===== config.mk =====
export PLATFORM = sky130hd
export DESIGN_NAME = label_gen
export DESIGN_NICKNAME = d
export VERILOG_FILES = /design/src/design/gc_pkg.sv /design/src/design/label_gen.sv
export SDC_FILE = /design/constraint.sdc
export NUM_CORES = 1
export LEC_CHECK = 0
export BUFFER_PORTS_ARGS = -buffer_cell sky130_fd_sc_hd__buf_2
export CAP_MARGIN = 20
export CORE_ASPECT_RATIO = 1.75
export CORE_MARGIN = 5
export CORE_UTILIZATION = 58
export CTS_CLUSTER_DIAMETER = 100
export CTS_CLUSTER_SIZE = 16
export DETAILED_ROUTE_END_ITERATION = 12
export PLACE_DENSITY_LB_ADDON = 0.15
export SETUP_SLACK_MARGIN = 0.3
export SLEW_MARGIN = 20
export SYNTH_ARGS = -nofsm -noshare
export SYNTH_HDL_FRONTEND = slang
export SYNTH_SLANG_ARGS = --single-unit

===== constraint.sdc =====
create_clock -name clk -period 19.67 [get_ports clk]
set_input_delay 4.9175 -clock clk [delete_from_list [all_inputs] [get_ports clk]]
set_output_delay 4.9175 -clock clk [all_outputs]
set_load 0.01 [all_outputs]

===== src/design/gc_pkg.sv =====
package gc_pkg;

	// label and index widths
	localparam int LABEL_W = 128;
	localparam int WIRE_W = 10;
	localparam int GATE_W = 9;

	// output masks fill the two data words of one message
	localparam int MAX_OUTPUTS = 2 * LABEL_W;

	// message credits held after reset
	localparam int CREDITS = 4;
	localparam int CREDIT_W = $clog2(CREDITS + 1);

	typedef logic [LABEL_W-1:0] label_t;
	typedef logic [WIRE_W-1:0] wire_id_t;

	// wire numbering
	// constants first, then circuit inputs, then one wire per gate
	localparam wire_id_t WIRE_CONST0 = 10'd0;
	localparam wire_id_t WIRE_CONST1 = 10'd1;
	localparam wire_id_t WIRE_INPUT_BASE = 10'd2;

	// xorshift lane seeds, must be nonzero
	localparam label_t SEED_A = 128'h3c6e_f372_fe94_f82b_a54f_f53a_5f1d_36f1;
	localparam label_t SEED_B = 128'h510e_527f_ade6_82d1_9b05_688c_2b3e_6c1f;

	typedef enum logic [1:0] {
		GATE_XOR = 2'b00,
		GATE_XNOR = 2'b01,
		GATE_NOT = 2'b10
	} gate_op_t;

	typedef struct packed {
		gate_op_t op;
		wire_id_t in0;
		wire_id_t in1;
		logic is_output;
	} gate_t;

	// none means no message in this cycle
	typedef enum logic [2:0] {
		TAG_NONE = 3'b000,
		TAG_KEYS = 3'b001,
		TAG_MASKS = 3'b011,
		TAG_INPUT0 = 3'b101,
		TAG_INPUT1 = 3'b110,
		TAG_INPUT_BOTH = 3'b111
	} msg_tag_t;

endpackage


===== src/design/label_gen.sv =====
module label_gen (
	input logic clk,
	input logic rst,
	input logic take0,
	input logic take1,
	output gc_pkg::label_t label0,
	output gc_pkg::label_t label1
);
	import gc_pkg::*;

	label_t lane0;
	label_t lane1;

	// xorshift128 over four 32-bit words, period 2^128-1
	function automatic label_t xorshift_step(input label_t s);
		logic [31:0] x;
		logic [31:0] y;
		logic [31:0] z;
		logic [31:0] w;
		logic [31:0] t;
		{w, z, y, x} = s;
		t = x ^ (x << 11);
		x = y;
		y = z;
		z = w;
		w = w ^ (w >> 19) ^ t ^ (t >> 8);
		return {w, z, y, x};
	endfunction

	// a lane only moves when its label is consumed
	always_ff @(posedge clk or posedge rst) begin
		if (rst) begin
			lane0 <= SEED_A;
			lane1 <= SEED_B;
		end else begin
			if (take0) begin
				lane0 <= xorshift_step(lane0);
			end
			if (take1) begin
				lane1 <= xorshift_step(lane1);
			end
		end
	end

	assign label0 = lane0;
	assign label1 = lane1;

endmodule


# Word-level counts from Yosys, hierarchy flattened
# Cells that the tools add are included.
# Widths: inputs -> output; s select.
# op_classes
addsub,0
multipliers,0
div_mod_pow,0
order_cmp,0
n_eq_ne,0
n_shift,0
muxes,0
bitwise,8
reduce_logical,0
# ops
op,count
$xor 32x32->32,4
$xor 32x13->32,2
$xor 32x24->32,2
# totals
reg_bits,256
latch_bits,0
ram_bits,0
mem_bits_ro,0
inputBits,4
output_inout_bits,256
elab_cells,10
n_memories,0

# Longest topological paths before layout
# Gate-level depths: netlist (run 1).
# logic_depth
depth_word,3
ltp_mapped,4
ltp_nobuf,4

# Worst setup path after synthesis (run 1)
# OpenSTA, ideal clock, no wires.
# synth_timing
path_kind,input to register
startpoint,input port take0
endpoint,register lane0[14] (netlist: label0[14])
setup_time_ns,0.125
t_arrival_ns,5.700
required_time_ns,19.545
path_slack_ns,13.846
path_stages,3
n_path_buf,2
path_cell_list,clkbuf_1 buf_2 mux2_2
# synth_rtl
item,line_no,text
from (decl),label_gen.sv:4,"input logic take0,"
to (signal assigned),label_gen.sv:37,lane0 <= xorshift_step(lane0);
to (decl),label_gen.sv:11,label_t lane0;
# No word-level cell between the ends.

==> results of run 1 <==
## logic make-up after synthesis
group,count (synthesis)
and+or+nand+nor,64
muxes,192
buffers and inverters,29
xor gates and xnor gates,183
DFF,256
## final timing paths
kind	end
min in group asynchronous	label1[67]
setup / recovery	label0[73]
hold reg to reg	label0[98]
setup reg to reg	label0[108]
hold / removal	label0[98]
max in group clk	label1[16]
## critical path: stages
cell and delay (ns):
buf_2 0.13, inv_8 0.45, buf_4 0.82, buf_4 0.87
## synth_stat cells, drive strengths merged
master    n
clkbuf    6
xnor2   130
nor2b    17
xor3      1
dfstp   139
xnor3     3
xor2     49
dfrtp   117
buf      22
inv       1
nand2    47
mux2    192
## flip-flops by register name, indices dropped and copies added, names as in the netlist
register and flops:
label0 128, label1 128
## report_power, final
group | switching, mW | total [mW] | leakage (nW) | internal, mW
sequential | 0.288 | 1.21 | 2.83 | 0.924
combinational | 0.570 | 1.25 | 2.53 | 0.676
clock | 0.171 | 0.352 | 0.248 | 0.181
## cell type report
class,count,area (µm²)
Tap cell,238,297.8
Sequential cell,256,6580
Fill cell,1415,5638
Inverter,1,11.26
Timing Repair Buffer,263,1331
Multi-Input combinational cell,439,4119
Clock buffer,31,520.5
## routing by layer
metal | global-route usage, % | part of all wire, % | vias up
li1 | - | - | 2911
met5 | 0 | 0 | -
met2 | 35.78 | 52 | 179
met3 | 5.131 | 7.6 | 26
met4 | 5.044 | 2.1 | 0
met1 | 25.10 | 38 | 3204
## metrics by stage
stage | hold WS (ns) | utilization [%]
after floorplan | 0.4976 | -
after global placement | 0.4746 | 66.71
after detailed placement | 0.4884 | 66.71
after CTS | 0.5015 | 69.52
after global routing | 0.5124 | 69.52
final | 0.4958 | 69.52
==> out/qor.yml, run 1 <==
synthMuxAreaShare_pct: 19.93
fp.dieArea_um2: 21650
yosys.area_share.simple_pct: 2.606
ys_seq_area_share_pct: 60.64
powerDensity_nw_per_um2: 218.4
totalWireLength_mm: 21.77
dpl_cell_area_um2: 12340
ant_nets: 0
finalSetupViolCount: 0
outcome: "finished clean"
areaGrowthSynthToFinish_pct: 18.52
hp-start: "label0[98]"
die-height_um: 190.9
vias: 6320
period_share_pct: 34.75
hold_violations: 0
cts_resized: 0
design_area_um2: 12860
clockRootBuffer: "clkbuf_16"
end_kind: "asynchronous set/reset pin"
final_common_cell: "buf_2"
syn_area_per_cell_um2: 14.99
worstMarginPinSlew_ns: 0.9664
drt-initial-drc-count: 254
syn_area_um2: 10850
io_buffer_count: 259
synth_cells: 724
vdd_drop_max_mv: 0.1271
start_kind: "primary input"
synth-xor-area-share_pct: 15.43
core_area_um2: 18500
grt_pass1_vias: 6771
yosys_warnings: 0
vias_per_cell: 5.147
antenna_cells: 0
final_layout_size_suffix_gt1_share_pct: 62.22
post-route-min-period_ns: 6.836
initial_core_util_pct: 58.66
path_clk_slew_ns: 0.07
grt_pass1_wl_mm: 35.81
grt_max_degree: 105
synth_top_family_by_area: "multiplexers"
synth-adder-area-share_pct: 0
yosysTopAreaCellShare_pct: 33.66
r2r-start: "label0[12]"
yosys_register_bits: 256
synthTopCellsByArea: "dfstp_2 34%, dfrtp_1 27%, mux2_2 20%"
cp-startpoint: "rst"
design_power_total_mw: 2.809
track_usage_pct: 20.34
final_cell_mix: "257 x buf_2, 192 x mux2_2, 139 x dfstp_2"
slew_violations: 0
drcViolationCount: 0
setup_tns_ns: 0
die_x_um: 113.4
syn-num-nets: 728
dp.final_hpwl_mm: 15.34
fmax_mhz: 146.3
cts_made_buffers: 19
cp_max_fo: 104
hold_buffers: 0
cts_htree_levels: 1
path_class: "primary input to asynchronous set/reset pin"
post_drt_wl_per_cell_um: 17.73
worstPathRequired_ns: 20.14
rsz0062_at_grt: "no"
p_leak_nw: 5.613
slew_headroom_pct: 35.57
drt_first_pass_iters: 4
place.gp.congestion: 0.7734
worst_slack_ns: 12.83
cts_max_path_buffers: 3
fin_skew_ns: 0.005424
rrSetupSlack_ns: 18.16
whs_path_depth: 1
num_rows: 66
yosysTopAreaCell: "dfstp_2"
cap_violations: 0
fin_nets: 984
hold_class: "flip-flop to flip-flop"
insertion_delay_ns: 0.48
r2r_cells: 4
cts_tree: "yes"
io_pins: 260
worstPathArrival_ns: 7.31
cts_sinks: 256
finalNonFillerCells: 1228
antenna_found_initial: 0
place_ws_ns: 12.19
cts_setup_buffers: 0
synth_cell_types: 16
placed_cells: 1197
grt_overflow: 0
synth_compound_gate_area_share_pct: 0
Note: power is estimated with default switching activity, not from simulation.
==> inputs of run 2 (changes only) <==
--- a/config.mk
+++ b/config.mk
@@ -9,7 +9,7 @@
 export CAP_MARGIN = 20
 export CORE_ASPECT_RATIO = 1.75
 export CORE_MARGIN = 5
-export CORE_UTILIZATION = 58
+export CORE_UTILIZATION = 48
 export CTS_CLUSTER_DIAMETER = 100
 export CTS_CLUSTER_SIZE = 16
 export DETAILED_ROUTE_END_ITERATION = 12
==> constraint.sdc (replaced) <==
create_clock -name clk -period 5.5 [get_ports clk]
set_input_delay 1.375 -clock clk [delete_from_list [all_inputs] [get_ports clk]]
set_output_delay 1.375 -clock clk [all_outputs]
set_load 0.01 [all_outputs]
==> run 2 against run 1 <==
  * Clock skew grew 0.0013 ns
  * Worst setup slack lost 10 ns
  * Via count shrank 1.1%
  * Die area grew 19%
  * Sequential power grew to 3.6 times the previous value
  * Count of clock-buffer cells in the layout grew 1
  * Register-to-register slack lost 14 ns
  * Sequential share of layout area shrank 0.44 points
  * Combinational power grew to 3.5 times the previous value
  * Critical path type is now flip-flop to output pin
  * Largest power group unchanged
  * Highest routed layer unchanged
==> out/qor.yml, run 2 (synthesis gave the netlist of run 1 again) <==
drt_first_pass_iters: 4  # unchanged
post_drt_wl_per_cell_um: 17.06  # -3.8%
dp.final_hpwl_mm: 15.46  # +0.75%
io_pins: 260  # unchanged
endpoint: "label0[19]"
initial_core_util_pct: 48.96  # -9.7 points
final_cell_mix: "257 x buf_2, 192 x mux2_2, 139 x dfstp_2"
worstPathArrival_ns: 1.26  # -6.05 ns
rrSetupSlack_ns: 4.03  # -14.13 ns
crit_path_cell_trace: "buf_2"
clockRootBuffer: "clkbuf_16"
crit_cells: 1  # -3
crit_family: "flip-flops"
powerDensity_nw_per_um2: 773.0  # +250%
design_power_total_mw: 10.03  # +260%
worstPathRequired_ns: 4.12  # -16.02 ns
fp.dieArea_um2: 25830  # +19%
vdd_drop_max_mv: 0.4041  # +220%
fin_skew_ns: 0.006725  # +0.001301 ns
num_rows: 72  # +9.1%
max_stage_delay_ns: 0.60  # -0.27 ns
grt_pass1_wl_mm: 36.05  # +0.67%
hp-start: "label0[98]"
cts_tree: "yes"
fin_nets: 986  # +0.20%
finalSetupViolCount: 0  # unchanged
r2r_end: "label0[108]"
cap_violations: 0  # unchanged
critPathSlowestCell: "dfstp_2"
hold_class: "flip-flop to flip-flop"
place.gp.congestion: 0.7491  # -3.1%
worst_slack_ns: 2.867  # -9.967 ns
worstMarginPinSlew_ns: 0.7240  # -0.2425 ns
grt_max_degree: 135  # +29%
antenna_cells: 0  # unchanged
vias: 6253  # -1.1%
ant_nets: 0  # unchanged
final_common_cell: "buf_2"
design_area_um2: 12970  # +0.88%
io_buffer_count: 259  # unchanged
post-route-min-period_ns: 2.633
die_x_um: 123.7  # +9.1%
areaGrowthSynthToFinish_pct: 19.56
drcViolationCount: 0  # unchanged
start_kind: "flip-flop"
hold_violations: 0  # unchanged
hold_buffers: 0  # unchanged
cts_htree_levels: 1  # unchanged
slew_headroom_pct: 51.74  # +16 points
dpl_cell_area_um2: 12450  # +0.88%
grt_pass1_vias: 6643  # -1.9%
utilization_pct: 58.54  # -11 points
slew_violations: 0  # unchanged
core_area_um2: 22160  # +20%
path_buf_inv: 1  # -3
rsz0062_at_grt: "no"
r2r-start: "label0[12]"
cts_resized: 0  # unchanged
totalWireLength_mm: 21.99  # +1.0%
track_usage_pct: 17.07  # -3.3 points
path_class: "flip-flop to output pin"
die-height_um: 208.9  # +9.4%
cts_setup_buffers: 0  # unchanged
drt-initial-drc-count: 242  # -4.7%
vias_per_cell: 4.851  # -5.7%
cts_max_path_buffers: 3  # unchanged
antenna_found_initial: 0  # unchanged
cp_max_fo: 5  # -95%
fmax_mhz: 379.8
setup_tns_ns: 0  # unchanged
outcome: "finished clean"
end_kind: "output pin"
final_layout_size_suffix_gt1_share_pct: 62.24  # about the same
p_leak_nw: 5.627  # +0.25%
r2r_cells: 4  # unchanged
insertion_delay_ns: 0.49  # about the same
place_ws_ns: 2.493  # -9.696 ns
grt_overflow: 0  # unchanged
cp-startpoint: "label0[19]"
cts_made_buffers: 19  # unchanged
path_clk_slew_ns: 0.07  # about the same
period_share_pct: 47.87
cts_sinks: 256  # unchanged
run 2: cell types whose count changed in the layout (fill, tap and decap cells not counted):
cell / before / now
buf_12: 0 / 2
clkbuf_1: 12 / 13
inv_8: 1 / 0
clkinvlp_4: 0 / 1
run 2: final cells by class:
type	instances	area, µm²
Clock buffer	32	524.3
Sequential cell	256	6580
Multi-Input combinational cell	439	4119
Fill cell	1900	9189
Inverter	1	7.507
Tap cell	296	370.4
Timing Repair Buffer	265	1371
run 2: metal layers:
metal	track usage, %	part of all wire [%]	vias to the layer above
li1	-	-	2914
met1	21.10	39	3120
met2	29.08	51	191
met3	4.545	7.9	28
met4	4.895	2.2	0
met5	0	0	-
run 2: power breakdown:
| part | leakage (nW) | total, mW | internal [mW] | switching (mW) |
|---|---|---|---|---|
| Sequential | 2.83 | 4.32 | 3.30 | 1.01 |
| Combinational | 2.54 | 4.43 | 2.42 | 2.01 |
| Clock | 0.249 | 1.27 | 0.649 | 0.625 |
run 2: how the worst min path moves through the flow:
stage / to / slack (ns) / cells after the start
after floorplan: label1[105] / 0.50 / 1
after global placement: label0[98] / 0.47 / 1
after detailed placement: label1[112] / 0.48 / 1
after CTS: label0[98] / 0.49 / 1
after global routing: label0[97] / 0.50 / 1
final: label0[98] / 0.49 / 1
run 2: metrics by stage:
step | hold slack (ns) | std cells
floorplan | 0.4976 | 724
global placement | 0.4746 | 1257
detailed placement | 0.4802 | 1257
CTS | 0.4942 | 1289
global route | 0.5039 | 1289
finish | 0.4859 | 1289
==> inputs of run 3 (changes only) <==
--- a/config.mk
+++ b/config.mk
@@ -5,11 +5,12 @@
 export SDC_FILE = /design/constraint.sdc
 export NUM_CORES = 1
 export LEC_CHECK = 0
+export ABC_AREA = 1
 export BUFFER_PORTS_ARGS = -buffer_cell sky130_fd_sc_hd__buf_2
 export CAP_MARGIN = 20
 export CORE_ASPECT_RATIO = 1.75
 export CORE_MARGIN = 5
-export CORE_UTILIZATION = 48
+export CORE_UTILIZATION = 55
 export CTS_CLUSTER_DIAMETER = 100
 export CTS_CLUSTER_SIZE = 16
 export DETAILED_ROUTE_END_ITERATION = 12
==> constraint.sdc (replaced) <==
create_clock -name clk -period 2.71 [get_ports clk]
set_input_delay 0.6775 -clock clk [delete_from_list [all_inputs] [get_ports clk]]
set_output_delay 0.6775 -clock clk [all_outputs]
set_load 0.01 [all_outputs]
==> run 3 against run 2 <==
  * Global-route usage grew 5.8 points
  * Die area fell by 4.5%
  * Wire length up 27%
  * Clock skew up 0.0024 ns
  * Critical path depth stayed put
  * Largest cell class unchanged
  * Final area grew 6.4%
==> out/qor.yml, run 3 <==
outcome: "finished clean"
hold_violations: 0  # unchanged
num_rows: 71  # -1.4%
cts_tree: "yes"
finalNonFillerCells: 1928  # +50%
async_flop_share_pct: 100.0  # unchanged
die-height_um: 204.1  # -2.3%
period_share_pct: 73.13
cts_htree_levels: 1  # unchanged
areaGrowthSynthToFinish_pct: 16.54
vdd_drop_max_mv: 0.7112  # +76%
crit_path_cell_trace: "buf_2"
fmax_mhz: 504.6
ys_seq_area_share_pct: 55.58  # -5.1 points
synthTopCellsByArea: "dfstp_2 31%, dfrtp_1 25%, nand2_1 17%"
grt_overflow: 0  # unchanged
p_leak_nw: 7.238  # +29%
design_area_um2: 13800  # +6.4%
core_area_um2: 21320  # -3.8%
placed_cells: 1894  # +51%
place_ws_ns: 0.8207  # -1.672 ns
cp_max_fo: 6  # +1
synth_cell_types: 17  # +1
ant_nets: 0  # unchanged
worstPathArrival_ns: 1.30  # +0.04 ns
cts_sinks: 256  # unchanged
hold_class: "primary input to asynchronous set/reset pin"
dp.final_hpwl_mm: 19.92  # +29%
post_drt_wl_per_cell_um: 14.48  # -15%
syn_area_per_cell_um2: 8.285  # -45%
path_clk_slew_ns: 0.08  # about the same
yosysTopAreaCell: "dfstp_2"
yosysTopAreaCellShare_pct: 30.85  # -2.8 points
final_cell_mix: "548 x nand2_1, 257 x buf_2, 185 x inv_1"
holdWs_ns: 0.3260  # -0.1599 ns
crit_family: "flip-flops"
path_class: "flip-flop to output pin"
syn-num-nets: 1433  # +97%
r2r-start: "label1[2]"
syn_area_um2: 11840  # +9.1%
post-synth-top-count-cell: "nand2_1"
final_layout_size_suffix_gt1_share_pct: 25.58  # -37 points
rsz0062_at_grt: "no"
hold_buffers: 0  # unchanged
totalWireLength_mm: 27.92  # +27%
powerDensity_nw_per_um2: 1184  # +53%
grt_max_degree: 160  # +19%
worstPathRequired_ns: 2.03  # -2.09 ns
io_buffer_count: 259  # unchanged
ys.flop_type: "dfstp_2"
cts_resized: 0  # unchanged
max_stage_delay_ns: 0.63  # +0.03 ns
worst_slack_ns: 0.7283  # -2.139 ns
cts_max_path_buffers: 3  # unchanged
fin_skew_ns: 0.009170  # +0.002445 ns
critPathSlowestCell: "dfstp_2"
initial_core_util_pct: 55.53  # +6.6 points
vias: 9742  # +56%
yosys-top-cells-count: "548 x nand2_1, 186 x inv_1, 176 x o21ai_0, 139 x dfstp_2, 117 x dfrtp_1"
end_kind: "output pin"
synth-edff-count: 0  # unchanged
vias_per_cell: 5.053  # +4.2%
antenna_found_initial: 0  # unchanged
cts_made_buffers: 19  # unchanged
yosys_warnings: 0  # unchanged
antenna_cells: 0  # unchanged
slew_violations: 0  # unchanged
fp.dieArea_um2: 24670  # -4.5%
grt_pass1_wl_mm: 46.65  # +29%
cts_setup_buffers: 0  # unchanged
insertion_delay_ns: 0.49  # about the same
rrSetupSlack_ns: 1.34  # -2.69 ns
worstMarginPinSlew_ns: 0.5964  # -0.1276 ns
track_usage_pct: 22.84  # +5.8 points
drcViolationCount: 0  # unchanged
cap_violations: 0  # unchanged
post-route-min-period_ns: 1.982
yosys_register_bits: 256  # unchanged
grt_pass1_vias: 9527  # +43%
drt-initial-drc-count: 681  # +180%
slew_headroom_pct: 60.24  # +8.5 points
path_buf_inv: 1  # unchanged
utilization_pct: 64.71  # +6.2 points
r2r_end: "label1[109]"
finalSetupViolCount: 0  # unchanged
fill_cells: 1849  # -2.7%
dpl_cell_area_um2: 13260  # +6.5%
final_common_cell: "nand2_1"
synth_cells: 1429  # +97%
drt_first_pass_iters: 5  # +1
fin_nets: 1664  # +69%
io_pins: 260  # unchanged
r2r_cells: 4  # unchanged
die_x_um: 120.9  # -2.2%
place.gp.congestion: 0.8405  # +12%
clockRootBuffer: "clkbuf_16"
start_kind: "flip-flop"
design_power_total_mw: 16.34  # +63%
setup_tns_ns: 0  # unchanged
[run 3: cell types whose count changed in the layout (fill, tap and decap cells not counted), sizes merged, moves of 27 or more]
cell,before,now
xnor2,130,31
inv,0,188
o21ai,0,189
nand3,0,87
nand2,47,548
mux2,192,0
nand4,0,27
[run 3: layout make-up]
type                       count  area [µm²]  area share, %
inverter                     188       709.4          5.142
tap                          255       319.1          2.313
clock inverter                 1       8.758        0.06348
sequential                   256        6580          47.69
timing repair buffer         266        1441          10.45
clock buffer                  33       528.0          3.827
multi-input combinational    929        4210          30.52
[run 3: worst max-delay path by stage]
| stage | endpoint | startpoint | depth (start not counted) |
|---|---|---|---|
| floorplan | label0[103] | rst | 1 |
| global placement | label1[96] | take1 | 4 |
| detailed placement | label1[97] | take1 | 4 |
| CTS | label0[6] | label0[6] | 1 |
| global route | label0[6] | label0[6] | 1 |
| finish | label0[6] | label0[6] | 1 |
[run 3: routing by layer]
layer	GRT usage, %	vias to the layer above	routed length [µm]
met2	39.75	266	13950
li1	-	4885	-
met4	6.848	0	769
met1	28.59	4538	11370
met5	0	-	0
met3	4.708	53	1828
[run 3: cell families after synthesis]
kind of cell    share of synthesized area (%)
compound gates                          7.990
flops                                   55.58
buf+inv                                 8.857
simple gates                            22.99
xor+xnor                                4.587
[run 3: where the power goes]
part | total, mW | leakage [nW] | internal (mW) | switching, mW
Combinational | 6.30 | 4.07 | 2.51 | 3.79
Sequential | 7.41 | 2.91 | 5.86 | 1.55
Clock | 2.63 | 0.255 | 1.33 | 1.30
