`src/design/gc_pkg.sv`:
```
package gc_pkg;

	// label and index widths
	localparam int LABEL_W = 128;
	localparam int WIRE_W = 10;
	localparam int GATE_W = 9;

	// output masks fill the two data words of one message
	localparam int MAX_OUTPUTS = 2 * LABEL_W;

	// message credits held after reset
	localparam int CREDITS = 4;
	localparam int CREDIT_W = $clog2(CREDITS + 1);

	typedef logic [LABEL_W-1:0] label_t;
	typedef logic [WIRE_W-1:0] wire_id_t;

	// wire numbering
	// constants first, then circuit inputs, then one wire per gate
	localparam wire_id_t WIRE_CONST0 = 10'd0;
	localparam wire_id_t WIRE_CONST1 = 10'd1;
	localparam wire_id_t WIRE_INPUT_BASE = 10'd2;

	// xorshift lane seeds, must be nonzero
	localparam label_t SEED_A = 128'h3c6e_f372_fe94_f82b_a54f_f53a_5f1d_36f1;
	localparam label_t SEED_B = 128'h510e_527f_ade6_82d1_9b05_688c_2b3e_6c1f;

	typedef enum logic [1:0] {
		GATE_XOR = 2'b00,
		GATE_XNOR = 2'b01,
		GATE_NOT = 2'b10
	} gate_op_t;

	typedef struct packed {
		gate_op_t op;
		wire_id_t in0;
		wire_id_t in1;
		logic is_output;
	} gate_t;

	// none means no message in this cycle
	typedef enum logic [2:0] {
		TAG_NONE = 3'b000,
		TAG_KEYS = 3'b001,
		TAG_MASKS = 3'b011,
		TAG_INPUT0 = 3'b101,
		TAG_INPUT1 = 3'b110,
		TAG_INPUT_BOTH = 3'b111
	} msg_tag_t;

endpackage

```
`src/design/label_port_if.sv`:
```
interface label_port_if;
	import gc_pkg::*;

	// two combinational read ports
	wire_id_t rd_addr0;
	wire_id_t rd_addr1;
	label_t rd_label0;
	label_t rd_label1;
	logic rd_defined0;
	logic rd_defined1;

	// two write ports, effective at the next edge
	logic wr_en0;
	logic wr_en1;
	wire_id_t wr_addr0;
	wire_id_t wr_addr1;
	label_t wr_label0;
	label_t wr_label1;

	// drops every defined flag in one cycle
	logic clear;

	modport master (
		output rd_addr0, rd_addr1, wr_en0, wr_en1, wr_addr0, wr_addr1,
		output wr_label0, wr_label1, clear,
		input rd_label0, rd_label1, rd_defined0, rd_defined1
	);

	modport slave (
		input rd_addr0, rd_addr1, wr_en0, wr_en1, wr_addr0, wr_addr1,
		input wr_label0, wr_label1, clear,
		output rd_label0, rd_label1, rd_defined0, rd_defined1
	);

endinterface

```
`src/design/garble_sequencer.sv`:
```
module garble_sequencer (
	input logic clk,
	input logic rst,
	input logic start,
	input logic credit_return,
	input gc_pkg::wire_id_t n_inputs,
	input logic [gc_pkg::GATE_W-1:0] n_gates,
	input gc_pkg::gate_t gate,
	input gc_pkg::label_t label0,
	input gc_pkg::label_t label1,
	output logic [gc_pkg::GATE_W-1:0] gate_index,
	output logic take0,
	output logic take1,
	output logic busy,
	output gc_pkg::msg_tag_t tag,
	output gc_pkg::wire_id_t index0,
	output gc_pkg::wire_id_t index1,
	output gc_pkg::label_t data0,
	output gc_pkg::label_t data1,
	label_port_if.master labels
);
	import gc_pkg::*;

	typedef enum logic [2:0] {IDLE, KEYS, CONSTS, GARBLE, MASKS} state_t;

	state_t state;
	state_t next_state;
	logic [GATE_W-1:0] gate_cnt;
	logic [$clog2(MAX_OUTPUTS)-1:0] out_cnt;
	logic [MAX_OUTPUTS-1:0] mask;
	logic [CREDIT_W-1:0] credits;
	label_t r_offset;
	label_t r_next;
	label_t result;
	wire_id_t input_limit;
	wire_id_t out_wire;
	logic start_run;
	logic credit_ok;
	logic need0;
	logic need1;
	logic gate_done;
	logic last_gate;

	assign start_run = (state == IDLE) && start;
	assign credit_ok = (credits != '0);
	assign busy = (state != IDLE);
	assign gate_index = gate_cnt;
	assign r_next = {label0[LABEL_W-1:1], 1'b1};

	// operand lookup straight from the current gate
	assign labels.rd_addr0 = gate.in0;
	assign labels.rd_addr1 = gate.in1;
	assign labels.clear = start_run;

	assign input_limit = n_inputs + WIRE_INPUT_BASE;
	assign out_wire = n_inputs + WIRE_INPUT_BASE + wire_id_t'(gate_cnt);
	assign last_gate = (gate_cnt == n_gates - GATE_W'(1));

	// inputs get a fresh label on first use; a repeated operand is fetched once
	assign need0 = (gate.in0 < input_limit) && !labels.rd_defined0;
	assign need1 = (gate.in1 < input_limit) && !labels.rd_defined1
		&& (gate.op != GATE_NOT) && !(need0 && gate.in1 == gate.in0);

	// free-XOR evaluation
	always_comb begin
		case (gate.op)
			GATE_XNOR: result = labels.rd_label0 ^ labels.rd_label1 ^ r_offset;
			GATE_NOT: result = labels.rd_label0 ^ r_offset;
			default: result = labels.rd_label0 ^ labels.rd_label1;
		endcase
	end

	always_comb begin
		next_state = state;
		take0 = 1'b0;
		take1 = 1'b0;
		gate_done = 1'b0;
		labels.wr_en0 = 1'b0;
		labels.wr_en1 = 1'b0;
		labels.wr_addr0 = gate.in0;
		labels.wr_addr1 = gate.in1;
		labels.wr_label0 = label0;
		labels.wr_label1 = label1;
		tag = TAG_NONE;
		index0 = '1;
		index1 = '1;
		data0 = '0;
		data1 = '0;
		case (state)
			IDLE: begin
				if (start) begin
					next_state = KEYS;
				end
			end
			KEYS: begin
				if (credit_ok) begin
					take0 = 1'b1;
					take1 = 1'b1;
					tag = TAG_KEYS;
					data0 = r_next;
					data1 = label1;
					next_state = CONSTS;
				end
			end
			CONSTS: begin
				if (credit_ok) begin
					take0 = 1'b1;
					take1 = 1'b1;
					labels.wr_en0 = 1'b1;
					labels.wr_en1 = 1'b1;
					labels.wr_addr0 = WIRE_CONST0;
					labels.wr_addr1 = WIRE_CONST1;
					tag = TAG_INPUT_BOTH;
					index0 = WIRE_CONST0;
					index1 = WIRE_CONST1;
					data0 = label0;
					data1 = label1;
					next_state = (n_gates == '0) ? MASKS : GARBLE;
				end
			end
			GARBLE: begin
				if (need0 || need1) begin
					if (credit_ok) begin
						take0 = need0;
						take1 = need1;
						labels.wr_en0 = need0;
						labels.wr_en1 = need1;
						tag = need0 ? (need1 ? TAG_INPUT_BOTH : TAG_INPUT0) : TAG_INPUT1;
						index0 = need0 ? gate.in0 : '1;
						index1 = need1 ? gate.in1 : '1;
						data0 = need0 ? label0 : '0;
						data1 = need1 ? label1 : '0;
					end
				end else begin
					// both operands ready, store the output label
					gate_done = 1'b1;
					labels.wr_en0 = 1'b1;
					labels.wr_addr0 = out_wire;
					labels.wr_label0 = result;
					if (last_gate) begin
						next_state = MASKS;
					end
				end
			end
			MASKS: begin
				if (credit_ok) begin
					tag = TAG_MASKS;
					data0 = mask[LABEL_W-1:0];
					data1 = mask[MAX_OUTPUTS-1:LABEL_W];
					next_state = IDLE;
				end
			end
			default: next_state = IDLE;
		endcase
	end

	always_ff @(posedge clk or posedge rst) begin
		if (rst) begin
			state <= IDLE;
			gate_cnt <= '0;
			out_cnt <= '0;
		end else begin
			state <= next_state;
			if (start_run) begin
				gate_cnt <= '0;
				out_cnt <= '0;
			end else if (gate_done) begin
				gate_cnt <= gate_cnt + GATE_W'(1);
				if (gate.is_output) begin
					out_cnt <= out_cnt + 1'b1;
				end
			end
		end
	end

	// one credit per message, one back per return pulse
	always_ff @(posedge clk or posedge rst) begin
		if (rst) begin
			credits <= CREDIT_W'(CREDITS);
		end else begin
			credits <= credits + CREDIT_W'(credit_return) - CREDIT_W'(tag != TAG_NONE);
		end
	end

	// first output lands in mask bit 0
	always_ff @(posedge clk) begin
		if (start_run) begin
			mask <= '0;
		end else if (gate_done && gate.is_output) begin
			mask[out_cnt] <= result[0];
		end
		if (state == KEYS && credit_ok) begin
			r_offset <= r_next;
		end
	end

endmodule

```
`src/flat_wrapper.sv`:
```
// flat-port wrapper written by rule: the top's interface ports become plain ports
module garble_sequencer_flat import gc_pkg::*;
  (clk, rst, start, credit_return, n_inputs, n_gates, gate, label0, label1, gate_index, take0, take1, busy, tag, index0, index1, data0, data1, labels_rd_addr0, labels_rd_addr1, labels_wr_en0, labels_wr_en1, labels_wr_addr0, labels_wr_addr1, labels_wr_label0, labels_wr_label1, labels_clear, labels_rd_label0, labels_rd_label1, labels_rd_defined0, labels_rd_defined1);
  label_port_if labels_i ();
  input logic clk;
  input logic rst;
  input logic start;
  input logic credit_return;
  input gc_pkg::wire_id_t n_inputs;
  input logic [gc_pkg::GATE_W-1:0] n_gates;
  input gc_pkg::gate_t gate;
  input gc_pkg::label_t label0;
  input gc_pkg::label_t label1;
  output logic [gc_pkg::GATE_W-1:0] gate_index;
  output logic take0;
  output logic take1;
  output logic busy;
  output gc_pkg::msg_tag_t tag;
  output gc_pkg::wire_id_t index0;
  output gc_pkg::wire_id_t index1;
  output gc_pkg::label_t data0;
  output gc_pkg::label_t data1;
  output wire logic [$bits(labels_i.rd_addr0)-1:0] labels_rd_addr0;
  output wire logic [$bits(labels_i.rd_addr1)-1:0] labels_rd_addr1;
  output wire logic [$bits(labels_i.wr_en0)-1:0] labels_wr_en0;
  output wire logic [$bits(labels_i.wr_en1)-1:0] labels_wr_en1;
  output wire logic [$bits(labels_i.wr_addr0)-1:0] labels_wr_addr0;
  output wire logic [$bits(labels_i.wr_addr1)-1:0] labels_wr_addr1;
  output wire logic [$bits(labels_i.wr_label0)-1:0] labels_wr_label0;
  output wire logic [$bits(labels_i.wr_label1)-1:0] labels_wr_label1;
  output wire logic [$bits(labels_i.clear)-1:0] labels_clear;
  input wire logic [$bits(labels_i.rd_label0)-1:0] labels_rd_label0;
  input wire logic [$bits(labels_i.rd_label1)-1:0] labels_rd_label1;
  input wire logic [$bits(labels_i.rd_defined0)-1:0] labels_rd_defined0;
  input wire logic [$bits(labels_i.rd_defined1)-1:0] labels_rd_defined1;
  assign labels_rd_addr0 = labels_i.rd_addr0;
  assign labels_rd_addr1 = labels_i.rd_addr1;
  assign labels_wr_en0 = labels_i.wr_en0;
  assign labels_wr_en1 = labels_i.wr_en1;
  assign labels_wr_addr0 = labels_i.wr_addr0;
  assign labels_wr_addr1 = labels_i.wr_addr1;
  assign labels_wr_label0 = labels_i.wr_label0;
  assign labels_wr_label1 = labels_i.wr_label1;
  assign labels_clear = labels_i.clear;
  assign labels_i.rd_label0 = labels_rd_label0;
  assign labels_i.rd_label1 = labels_rd_label1;
  assign labels_i.rd_defined0 = labels_rd_defined0;
  assign labels_i.rd_defined1 = labels_rd_defined1;
  garble_sequencer u_core (.clk(clk), .rst(rst), .start(start), .credit_return(credit_return), .n_inputs(n_inputs), .n_gates(n_gates), .gate(gate), .label0(label0), .label1(label1), .gate_index(gate_index), .take0(take0), .take1(take1), .busy(busy), .tag(tag), .index0(index0), .index1(index1), .data0(data0), .data1(data1), .labels(labels_i));
endmodule
```
`config.mk`:
```
export PLATFORM = sky130hd
export DESIGN_NAME = garble_sequencer_flat
export DESIGN_NICKNAME = d
export VERILOG_FILES = /design/src/design/gc_pkg.sv /design/src/design/label_port_if.sv /design/src/design/garble_sequencer.sv /design/src/flat_wrapper.sv
export SDC_FILE = /design/constraint.sdc
export NUM_CORES = 1
export LEC_CHECK = 0
export BUFFER_PORTS_ARGS = -buffer_cell sky130_fd_sc_hd__buf_2
export CAP_MARGIN = 20
export CORE_AREA = 5 5 442 444
export DETAILED_ROUTE_END_ITERATION = 6
export DIE_AREA = 0 0 447 449
export GPL_ROUTABILITY_DRIVEN = 0
export PLACE_DENSITY = 0.4
export SLEW_MARGIN = 0
export SYNTH_ARGS = -nofsm -noshare
export SYNTH_HDL_FRONTEND = slang
export SYNTH_SLANG_ARGS = --single-unit
```
`constraint.sdc`:
```
create_clock -name clk -period 6.2 [get_ports clk]
set_input_delay 0.62 -clock clk [delete_from_list [all_inputs] [get_ports clk]]
set_output_delay 0.62 -clock clk [all_outputs]
set_load 0.02 [all_outputs]
```
Word-level counts from Yosys, hierarchy flattened
Cells that the tools add are included.
Widths: inputs -> output; s select.
{"block": "totals", "in_bits": 560, "output_inout_bits": 590, "reg_bits": 406, "elab_cells": 125}
{"block": "classes", "bitwise_logic": 3, "n_lt_le_gt_ge": 4, "reduce_logical": 23, "eq_ne": 15, "addsub": 7, "mux": 67}
{"cell": "$mux 128", "n": 13}
{"cell": "$pmux 128 s4", "n": 1}
{"cell": "$pmux 128 s3", "n": 1}
{"cell": "$xor 128x128->128", "n": 3}
{"cell": "$bwmux 256", "n": 1}
{"cell": "$pmux 128 s2", "n": 1}
{"cell": "$mux 10", "n": 12}
{"cell": "$pmux 10 s2", "n": 3}
{"cell": "$mux 3", "n": 11}
{"cell": "$mux 8", "n": 3}
{"cell": "$lt 10x10->1", "n": 2}
{"cell": "$mux 9", "n": 2}
{"cell": "$pmux 3 s5", "n": 1}
{"cell": "$pmux 3 s4", "n": 1}
{"cell": "$add 10x2->10 const B", "n": 1}
{"cell": "$add 10x9->10", "n": 1}
{"cell": "$eq 10x10->1", "n": 1}
{"cell": "$mux 1", "n": 10}
{"cell": "$add 9x1->9 const B", "n": 1}
{"cell": "$eq 9x9->1", "n": 1}
{"cell": "$logic_and 1x1->1", "n": 9}
{"cell": "$logic_not 9->1", "n": 1}
{"cell": "$lt 8x9->1 const B", "n": 1}
{"cell": "$reduce_bool 3->1", "n": 3}
{"cell": "other kinds (22)", "n": 35}

Longest topological paths before layout
Gate-level depths: netlist of run 1.
{"block": "logic_depth", "word_depth": 13, "ltp_mapped": 17, "mapped_depth_nobuf": 16}

Least setup slack after synthesis of run 1
No wires, ideal clock.
{"block": "synth_timing", "kind": "reg-to-output", "startpoint": "register u_core.credits[2]", "endpoint": "output port data0[118]", "required_ps": 5580, "setup_slack_ps": 633, "path_stages_with_launch": 8, "n_path_buf": 2, "arrival_time_ps": 4947, "cell_sequence": "dfstp_2 > nor3_1 > nor2_1 > and2_1 > or2_2 > clkbuf_1 > buf_2 > a22o_1"}
{"block": "synth_via", "elab_chain_cells": 4, "word_cells_on_any_way": 7}
{"element": "start: declaration", "line_no": "garble_sequencer.sv:31", "source": "logic [CREDIT_W-1:0] credits;"}
{"element": "start signal: assignment", "line_no": "garble_sequencer.sv:179", "source": "credits <= CREDIT_W'(CREDITS);"}
{"element": "start signal: assignment", "line_no": "garble_sequencer.sv:181", "source": "credits <= credits + CREDIT_W'(credit_return) - CREDIT_W'(tag != TAG_NONE);"}
{"element": "$reduce_bool 3->1 *", "line_no": "garble_sequencer.sv:45", "source": "assign credit_ok = (credits != '0);"}
{"element": "$mux 128", "line_no": "garble_sequencer.sv:123", "source": "if (credit_ok) begin"}
{"element": "$mux 128", "line_no": "garble_sequencer.sv:122", "source": "if (need0 || need1) begin"}
{"element": "$pmux 128 s4 *", "line_no": "garble_sequencer.sv:89", "source": "case (state)"}
{"element": "end: declaration", "line_no": "flat_wrapper.sv:21", "source": "output gc_pkg::label_t data0;"}
Every way passes the cells marked *; elsewhere a longest branch is shown, timed or not.

Final worst setup path of run 1
{"block": "layout_timing", "startpoint": "input port n_inputs[1]", "endpoint": "output port data1[108]"}
{"block": "layout_via", "elab_chain_cells": 10, "word_cells_on_any_way": 14}
{"element": "start: declaration", "line_no": "flat_wrapper.sv:9", "source": "input gc_pkg::wire_id_t n_inputs;"}
{"element": "$add 10x2->10 *", "line_no": "garble_sequencer.sv:55", "source": "assign input_limit = n_inputs + WIRE_INPUT_BASE;"}
{"element": "$lt 10x10->1", "line_no": "garble_sequencer.sv:60", "source": "assign need0 = (gate.in0 < input_limit) && !labels.rd_defined0;"}
{"element": "$logic_and 1x1->1", "line_no": "garble_sequencer.sv:60"}
{"element": "$logic_and 1x1->1", "line_no": "garble_sequencer.sv:62", "source": "&& (gate.op != GATE_NOT) && !(need0 && gate.in1 == gate.in0);"}
{"element": "$logic_not 1->1", "line_no": "garble_sequencer.sv:62"}
{"element": "$logic_and 1x1->1", "line_no": "garble_sequencer.sv:62"}
{"element": "$mux 128", "line_no": "garble_sequencer.sv:132", "source": "data1 = need1 ? label1 : '0;"}
{"element": "$mux 128", "line_no": "garble_sequencer.sv:123"}
{"element": "$mux 128 *", "line_no": "garble_sequencer.sv:122"}
{"element": "$pmux 128 s3 *", "line_no": "garble_sequencer.sv:89"}
{"element": "end: declaration", "line_no": "flat_wrapper.sv:22", "source": "output gc_pkg::label_t data1;"}
Marked as above.

==> parameters.txt, run 1 <==
Parameter                              Value

Yosys
  Warnings, synthesis    0
  Post-synthesis register bit count    406
  Most common flop cell mapped by yosys    dfxtp_1
  Top cell type's share of synthesized area    17.4%
  Average size of a mapped cell    8.10 µm²
  Number of cells produced by synthesis    3644
  Most frequent cell after synthesis    o21ai_0
  Net count after synthesis    4237
  Post-synth top area cell    dfxtp_1
  Post-synth design cell area    0.0295 mm²
  Share of flip-flops with an asynchronous set or reset    5.67%
  Number of enable-type register cells in the synthesized netlist    127
  Distinct cell type count after synthesis    56
  Share of the yosys chip area belonging to registers    32.2%
  Most numerous cell types in the synthesized netlist    o21ai_0, a21oi_1, nand2_1, xor2_1, clkbuf_1
  Ranking of synthesized cells by area    dfxtp_1, edfxtp_1, xor2_1

Route
  Total vias in the final route    33047
  DRT Wirelength    197000 µm
  Average via count per standard cell    4.67
  Residual DRC count    0
  Starting DRC count in detailed routing    2653
  Post-DR wirelength/cell    27.8 µm
  Detailed-routing iteration count for the pre-antenna-repair pass    5
  Count of nets left with antenna violations after detail routing    0

Hold path
  Depth of the worst hold-timing path    1
  Worst Hold Path EP    u_core.r_offset[63]
  Launch point of the worst hold path    label0[63]
  Hold/Removal Path Class    input pin to flip-flop

Global routing
  Top Usage Layer GRT    met2
  All-layer global routing usage    18.4%
  Pin count of the biggest net entering global routing    166
  Global-route track usage on met2    32.3%
  First-pass GRT wire length    263000 µm
  Via count of the first global-routing pass    31258
  Initial antenna violation count    36
  GR Util met3    2.76%
  Total congestion overflow    0
  GR Layer Usage met1    23.0%

Final layout
  Filler cell count    21372
  Layout cells sized above 1    31.2%
  Number of nets in the layout    5064
  Area Growth Syn to Fin    33.0%

Critical path
  Reg2reg start    u_core.state[0]
  CP max FO    78
  Slack of the worst reg-to-reg path    2850 ps
  Kind of end point of the critical path    output pin
  Capturing point of the worst reg2reg path    u_core.out_cnt[1]
  Arrival time at the worst endpoint    4870 ps
  Worst setup path category    input pin to output pin
  Critical path launch point type    input pin
  Worst endpoint required time    5580 ps
  Count of cells along the worst register-to-register path    7

Place
  Post-placement worst setup slack    806 ps
  Total half-perimeter wirelength after legalization and detailed placement    152000 µm
  IO Port Bufs    1149

Die
  Die area    0.201 mm²
  Effective utilization at floorplan    15.4%
  Die Span X    447 µm
  Die boundary height    449 µm
  Floorplan Core Area    0.191 mm²
  Site Rows    161
  Number of placed I/O pins    1150

Timing
  RSZ-0062 raised after global routing    false
  # setup viols final    0
  Transition time of the tightest slew-check pin    1390 ps
  Slew margin rel.    7.52%
  Post-route worst hold slack    163 ps
  Fraction of the cycle the final worst path needs    88.6%
  Final hold violation count    0
  Final critical-path required period    5490 ps
  Final setup TNS    0 ps
  Final Slew Violations    0
  Min setup slack post-route    709 ps
  Worst setup skew after layout    31.9 ps
  Maximum clock rate    182 MHz

Power and ir drop
  Largest vdd supply drop    0.000302 V
  Part of the total power dissipated in the clock network    23.5%
  Net switching component of the power    0.00737 W
  Fraction of power spent switching nets    48.7%
  Total power density per cell area    385 mW/mm²
  Cell internal power dissipation    0.00776 W
  Logic pwr share    52.0%
  Leakage power    16.1 nW
  Portion of total power attributed to sequential cells    24.5%

Clocking
  Clock-pin slew on the worst setup and hold paths    70 ps
  Number of buffers between clock root and the deepest sink    3
  TritonCTS Sinks    406
  Clock buffer count from CTS    59
  Clock root buffer master    clkbuf_16
  Clock tree from TritonCTS    built
  Maximum level of the CTS H-tree    2
  Clock latency of the later-clocked register in the worst-skew pair    690 ps

Run status
  Outcome    finished, final reports clean

Flow run
  Max Cap Viol    0
==> cell families after synthesis <==
family / Yosys count / share of synthesized area (%)
DFF: 406 / 32.2
adders and majority gates: 33 / 1.45
AOI/OAI and AO/OA: 1480 / 33.5
muxes: 11 / 0.382
and+or+nand+nor: 916 / 15.2
xor gates and xnor gates: 291 / 8.68
buffers and inverters: 507 / 8.55
==> power by group through the flow <==
stage	Combinational [W]	Sequential, W	Clock [W]
after floorplan	0.00478	0.00365	0
after global placement	0.00789	0.00374	0
after detailed placement	0.00791	0.00376	0
after CTS	0.00794	0.00370	0.00370
after global routing	0.00841	0.00376	0.00380
final	0.00787	0.00371	0.00355
==> routing by layer <==
layer / wire, µm / vias up
met2: 97200 / 1350
met5: 7 / -
met3: 10700 / 237
li1: - / 15201
met1: 81800 / 16257
met4: 6950 / 2
==> critical path, stage by stage <==
cell and delay [ps]:
buf_2 150, ha_1 230, xor2_1 210, inv_1 100, ha_1 200, a2111oi_0 390
a2111oi_0 130, a2111oi_0 660, o31ai_1 200, o211ai_1 390, nand2_4 540, buf_12 470
a22o_1 220, buf_2 160
==> what timing repair did <==
item                       CTS  global route
buffers inserted             0             0
gates resized for setup      0             0
hold buffers                 1             0
hold endpoints to repair    16             0
setup endpoints to repair    0             0
==> cells in the final DEF, fill, tap and decap left out, types with 132 or more instances in the layout <==
master    count
a21oi_1     399
a22o_1      255
a311oi_1    249
buf_2      1149
dfxtp_1     256
nand2_1     344
nand3b_1    132
nor2_1      154
o21ai_0     407
xor2_1      273
==> final cells by class <==
| type | count | area (µm²) | area share [%] |
|---|---|---|---|
| inverter | 40 | 158 | 0.402 |
| multi-input combinational | 2731 | 17700 | 45.1 |
| antenna | 22 | 55.1 | 0.140 |
| clock inverter | 26 | 270 | 0.689 |
| sequential | 406 | 9520 | 24.2 |
| tap | 2526 | 3160 | 8.05 |
| clock buffer | 86 | 1740 | 4.43 |
| timing repair buffer | 1233 | 6640 | 16.9 |
==> how the worst max path moves through the flow <==
stage,slack (ps),from,to,cells after the start
2_1_floorplan,630,u_core.credits[2],data0[118],7
3_3_place_gp,990,n_inputs[1],data1[111],14
3_5_place_dp,810,n_inputs[1],data1[105],14
4_1_cts,800,n_inputs[1],data1[105],14
5_1_grt,370,n_inputs[1],data1[104],14
6_report,710,n_inputs[1],data1[108],14
==> flip-flops by register name, summed over array words and instances, names as in the netlist <==
signal	count
u_core.credits	3
u_core.state	3
u_core.out_cnt	8
u_core.gate_index	9
u_core.mask	256
u_core.r_offset	127
==> metrics by stage <==
stage                     utilization [%]  total power (W)  area, µm²  instances
after floorplan                         -          0.00843      29500       3644
after global placement               19.4           0.0116      37100       6929
after detailed placement             19.4           0.0117      37200       6934
after CTS                            20.5           0.0153      39200       7047
after global routing                 20.5           0.0160      39200       7066
final                                20.5           0.0151      39300       7070
(Power assumes the default switching activity.)
==> inputs of run 2 (changes only) <==
ABC_AREA = 1   (was default)
CORE_AREA = 5 5 446 448   (was 5 5 442 444)
DIE_AREA = 0 0 451 453   (was 0 0 447 449)
PLACE_DENSITY = 0.41   (was 0.4)
==> run 2 against run 1 <==
Register-to-register slack worse by 530 ps. Largest cell class unchanged. Hold slack improved by 23 ps. Global-route usage shrank 2.5 points. First-iteration DRC count shrank 8.0%. Clock skew is 13 ps lower. Critical path depth grew 5. Sequential power shrank 11%.
==> parameters.txt, run 2 <==
Parameter                              Value

Route
  Post-DR wirelength/cell    21.5 µm (was 27.8 µm)
  DRT Wirelength    174000 µm (was 197000 µm)
  Detailed-routing iteration count for the pre-antenna-repair pass    5 (unchanged)
  Total vias in the final route    34448 (was 33047)
  Starting DRC count in detailed routing    2441 (was 2653)
  Average via count per standard cell    4.27 (was 4.67)
  Residual DRC count    0 (unchanged)
  Count of nets left with antenna violations after detail routing    0 (unchanged)

Yosys
  Most common flop cell mapped by yosys    dfxtp_1 (unchanged)
  Share of the yosys chip area belonging to registers    29.9% (was 32.2%)
  Share of flip-flops with an asynchronous set or reset    5.67% (unchanged)
  Number of enable-type register cells in the synthesized netlist    127 (unchanged)
  Number of cells produced by synthesis    4666 (was 3644)
  Distinct cell type count after synthesis    45 (was 56)
  Post-synthesis register bit count    406 (unchanged)
  Ranking of synthesized cells by area    dfxtp_1, edfxtp_1, nand3_1 (was dfxtp_1, edfxtp_1, xor2_1)
  Most numerous cell types in the synthesized netlist    inv_1, nand3_1, nand2_1, nor2_1, o21ai_0 (was o21ai_0, a21oi_1, nand2_1, xor2_1, clkbuf_1)
  Top cell type's share of synthesized area    16.1% (was 17.4%)
  Warnings, synthesis    0 (unchanged)
  Net count after synthesis    5259 (was 4237)
  Most frequent cell after synthesis    inv_1 (was o21ai_0)
  Average size of a mapped cell    6.82 µm² (was 8.10 µm²)
  Post-synth top area cell    dfxtp_1 (unchanged)
  Post-synth design cell area    0.0318 mm² (was 0.0295 mm²)

Global routing
  All-layer global routing usage    16.0% (was 18.4%)
  Total congestion overflow    0 (unchanged)
  First-pass GRT wire length    243000 µm (was 263000 µm)
  Initial antenna violation count    19 (was 36)
  Pin count of the biggest net entering global routing    154 (was 166)
  Via count of the first global-routing pass    33455 (was 31258)

Timing
  Final Slew Violations    0 (unchanged)
  Min setup slack post-route    1410 ps (was 709 ps)
  Worst setup skew after layout    19.3 ps (was 31.9 ps)
  Fraction of the cycle the final worst path needs    77.3% (was 88.6%)
  RSZ-0062 raised after global routing    false (unchanged)
  Final setup TNS    0 ps (unchanged)
  Maximum clock rate    209 MHz (was 182 MHz)
  Transition time of the tightest slew-check pin    1420 ps (was 1390 ps)
  Slew margin rel.    5.35% (was 7.52%)
  Final critical-path required period    4790 ps (was 5490 ps)
  Final hold violation count    0 (unchanged)
  # setup viols final    0 (unchanged)

Flow run
  Max Cap Viol    0 (unchanged)

Power and ir drop
  Total Power    0.0151 W (about the same)
  Largest vdd supply drop    0.000215 V (was 0.000302 V)
  Total power density per cell area    369 mW/mm² (was 385 mW/mm²)
  Leakage power    16.9 nW (was 16.1 nW)

Clocking
  Clock-pin slew on the worst setup and hold paths    60 ps (was 70 ps)
  TritonCTS Sinks    406 (unchanged)
  Number of buffers between clock root and the deepest sink    3 (unchanged)
  Clock tree from TritonCTS    built (unchanged)
  Maximum level of the CTS H-tree    2 (unchanged)
  Clock latency of the later-clocked register in the worst-skew pair    650 ps (was 690 ps)
  Clock root buffer master    clkbuf_16 (unchanged)
  Clock buffer count from CTS    58 (was 59)
  Number of gates resized after CTS    0 (unchanged)

Die
  Floorplan Core Area    0.194 mm² (was 0.191 mm²)
  Die Span X    451 µm (was 447 µm)
  Effective utilization at floorplan    16.4% (was 15.4%)
  Die area    0.204 mm² (was 0.201 mm²)
  Number of placed I/O pins    1150 (unchanged)
  Site Rows    162 (was 161)
  Die boundary height    453 µm (was 449 µm)

Final layout
  Most common cell after layout, fill and taps aside    buf_2 (unchanged)
  Commonest non-fill, non-tap cells in the layout    buf_2, inv_1, nand3_1, nand2_1, nor2_1 (was buf_2, o21ai_0, a21oi_1, nand2_1, xor2_1)
  Filler cell count    21973 (was 21372)
  Storage cell area    0.00952 mm² (unchanged)
  Number of nets in the layout    6062 (was 5064)
  Max reg flops    256 (unchanged)
  Largest register by flop count    u_core.mask (unchanged)
  Multi-input logic area    0.0170 mm² (was 0.0177 mm²)
  Area Growth Syn to Fin    28.6% (was 33.0%)
  Layout cells sized above 1    24.2% (was 31.2%)

Critical path
  Number of buffers and inverters on the critical path    6 (was 4)
  Critical path launch point type    input pin (unchanged)
  Arrival time at the worst endpoint    4170 ps (was 4870 ps)
  Slowest library cell on the worst path    nand2_4 (was a2111oi_0)
  Largest stage delay on the critical path    590 ps (was 660 ps)
  CP Cell Sequence    buf_2, ha_1, nand2_1, inv_1, nand3_1, nor2_1, xnor2_1, ha_1, inv_1, o21ai_0, nor2_1, nand2_2, inv_1, nand2_1, nand2_4, buf_4, nand2_1, o21ai_0, buf_2 (was buf_2, ha_1, xor2_1, inv_1, ha_1, a2111oi_0, a2111oi_0, a2111oi_0, o31ai_1, o211ai_1, nand2_4, buf_12, a22o_1, buf_2)
  Kind of end point of the critical path    output pin (unchanged)
  Crit path max-delay family    simple AND/OR/NAND/NOR gates (was compound AO/OA/AOI/OAI gates)
  Worst endpoint required time    5580 ps (about the same)
  Worst setup path category    input pin to output pin (unchanged)
  CP max FO    41 (was 78)

Hold path
  Hold/Removal Path Class    input pin to flip-flop (unchanged)

Run status
  Outcome    finished, final reports clean (unchanged)

Place
  Total half-perimeter wirelength after legalization and detailed placement    127000 µm (was 152000 µm)
  IO Port Bufs    1149 (unchanged)
  Post-placement worst setup slack    1330 ps (was 806 ps)
-- run 2: changes by cell type in the layout (fill, tap and decap cells not counted), moves of 236 or more --
cell and change:
xnor2_1 +247, a22o_1 -236, nor2_1 +245, xor2_1 -257
nand3_1 +639, a311oi_1 -249, inv_1 +691
-- run 2: worst paths after layout --
path	start	end	slack, ps	cells after the start
worst max-delay path	n_inputs[1]	data0[29]	1410	19
worst min-delay path	label0[28]	u_core.r_offset[28]	190	1
worst max register to register	u_core.state[2]	u_core.credits[2]	2320	12
worst min register to register	u_core.mask[229]	u_core.mask[229]	490	2
max in group asynchronous	rst	u_core.credits[2]	5240	4
min in group asynchronous	rst	u_core.gate_index[2]	620	4
-- run 2: cells by family (layout without fill, tap and decap cells) --
kind of cell	Yosys count	after routing	share of synthesized area, %
and+or+nand+nor	1658	1658	22.5
buffers and inverters	1215	2067	16.9
AOI/OAI and AO/OA	946	946	17.6
DFF	406	406	29.9
xor gates and xnor gates	281	281	7.78
muxes	127	127	4.00
adders and majority gates	33	33	1.34
other	0	6	0
-- run 2: metal layers --
layer  wire [µm]  global-route usage (%)  up-vias
met5          57                       0        -
met4        4220                    3.98        8
met3        9490                    2.28      181
met2       88600                    29.2     1156
met1       71100                    19.6    16454
li1            -                       -    16649
-- run 2: timing repair --
action,in CTS,in global routing
hold buffers,1,0
setup endpoints to repair,0,0
buffers inserted,0,0
endpoints found under the hold margin,17,0
-- run 2: stage by stage --
step,hold slack (ps),std cells,cell area [µm²],util (%)
floorplan,455,4666,31800,-
global placement,476,7949,38900,20.0
detailed placement,482,7950,38900,20.0
CTS,85.3,8060,40900,21.1
global route,120,8063,40900,21.1
finish,185,8066,40900,21.1
-- run 2: power by group --
part	internal, W	switching [W]	total [W]
logic	0.00232	0.00594	0.00826
clock network	0.00210	0.00141	0.00351
registers	0.00316	0.000154	0.00331
-- run 2: final cells by class --
type | count | share of cell area [%]
Clock buffer | 94 | 4.30
Multi-Input combinational cell | 3045 | 41.5
Inverter | 752 | 6.95
Tap cell | 2542 | 7.77
Clock inverter | 15 | 0.529
Sequential cell | 406 | 23.3
Antenna cell | 6 | 0.0367
Timing Repair Buffer | 1206 | 15.7
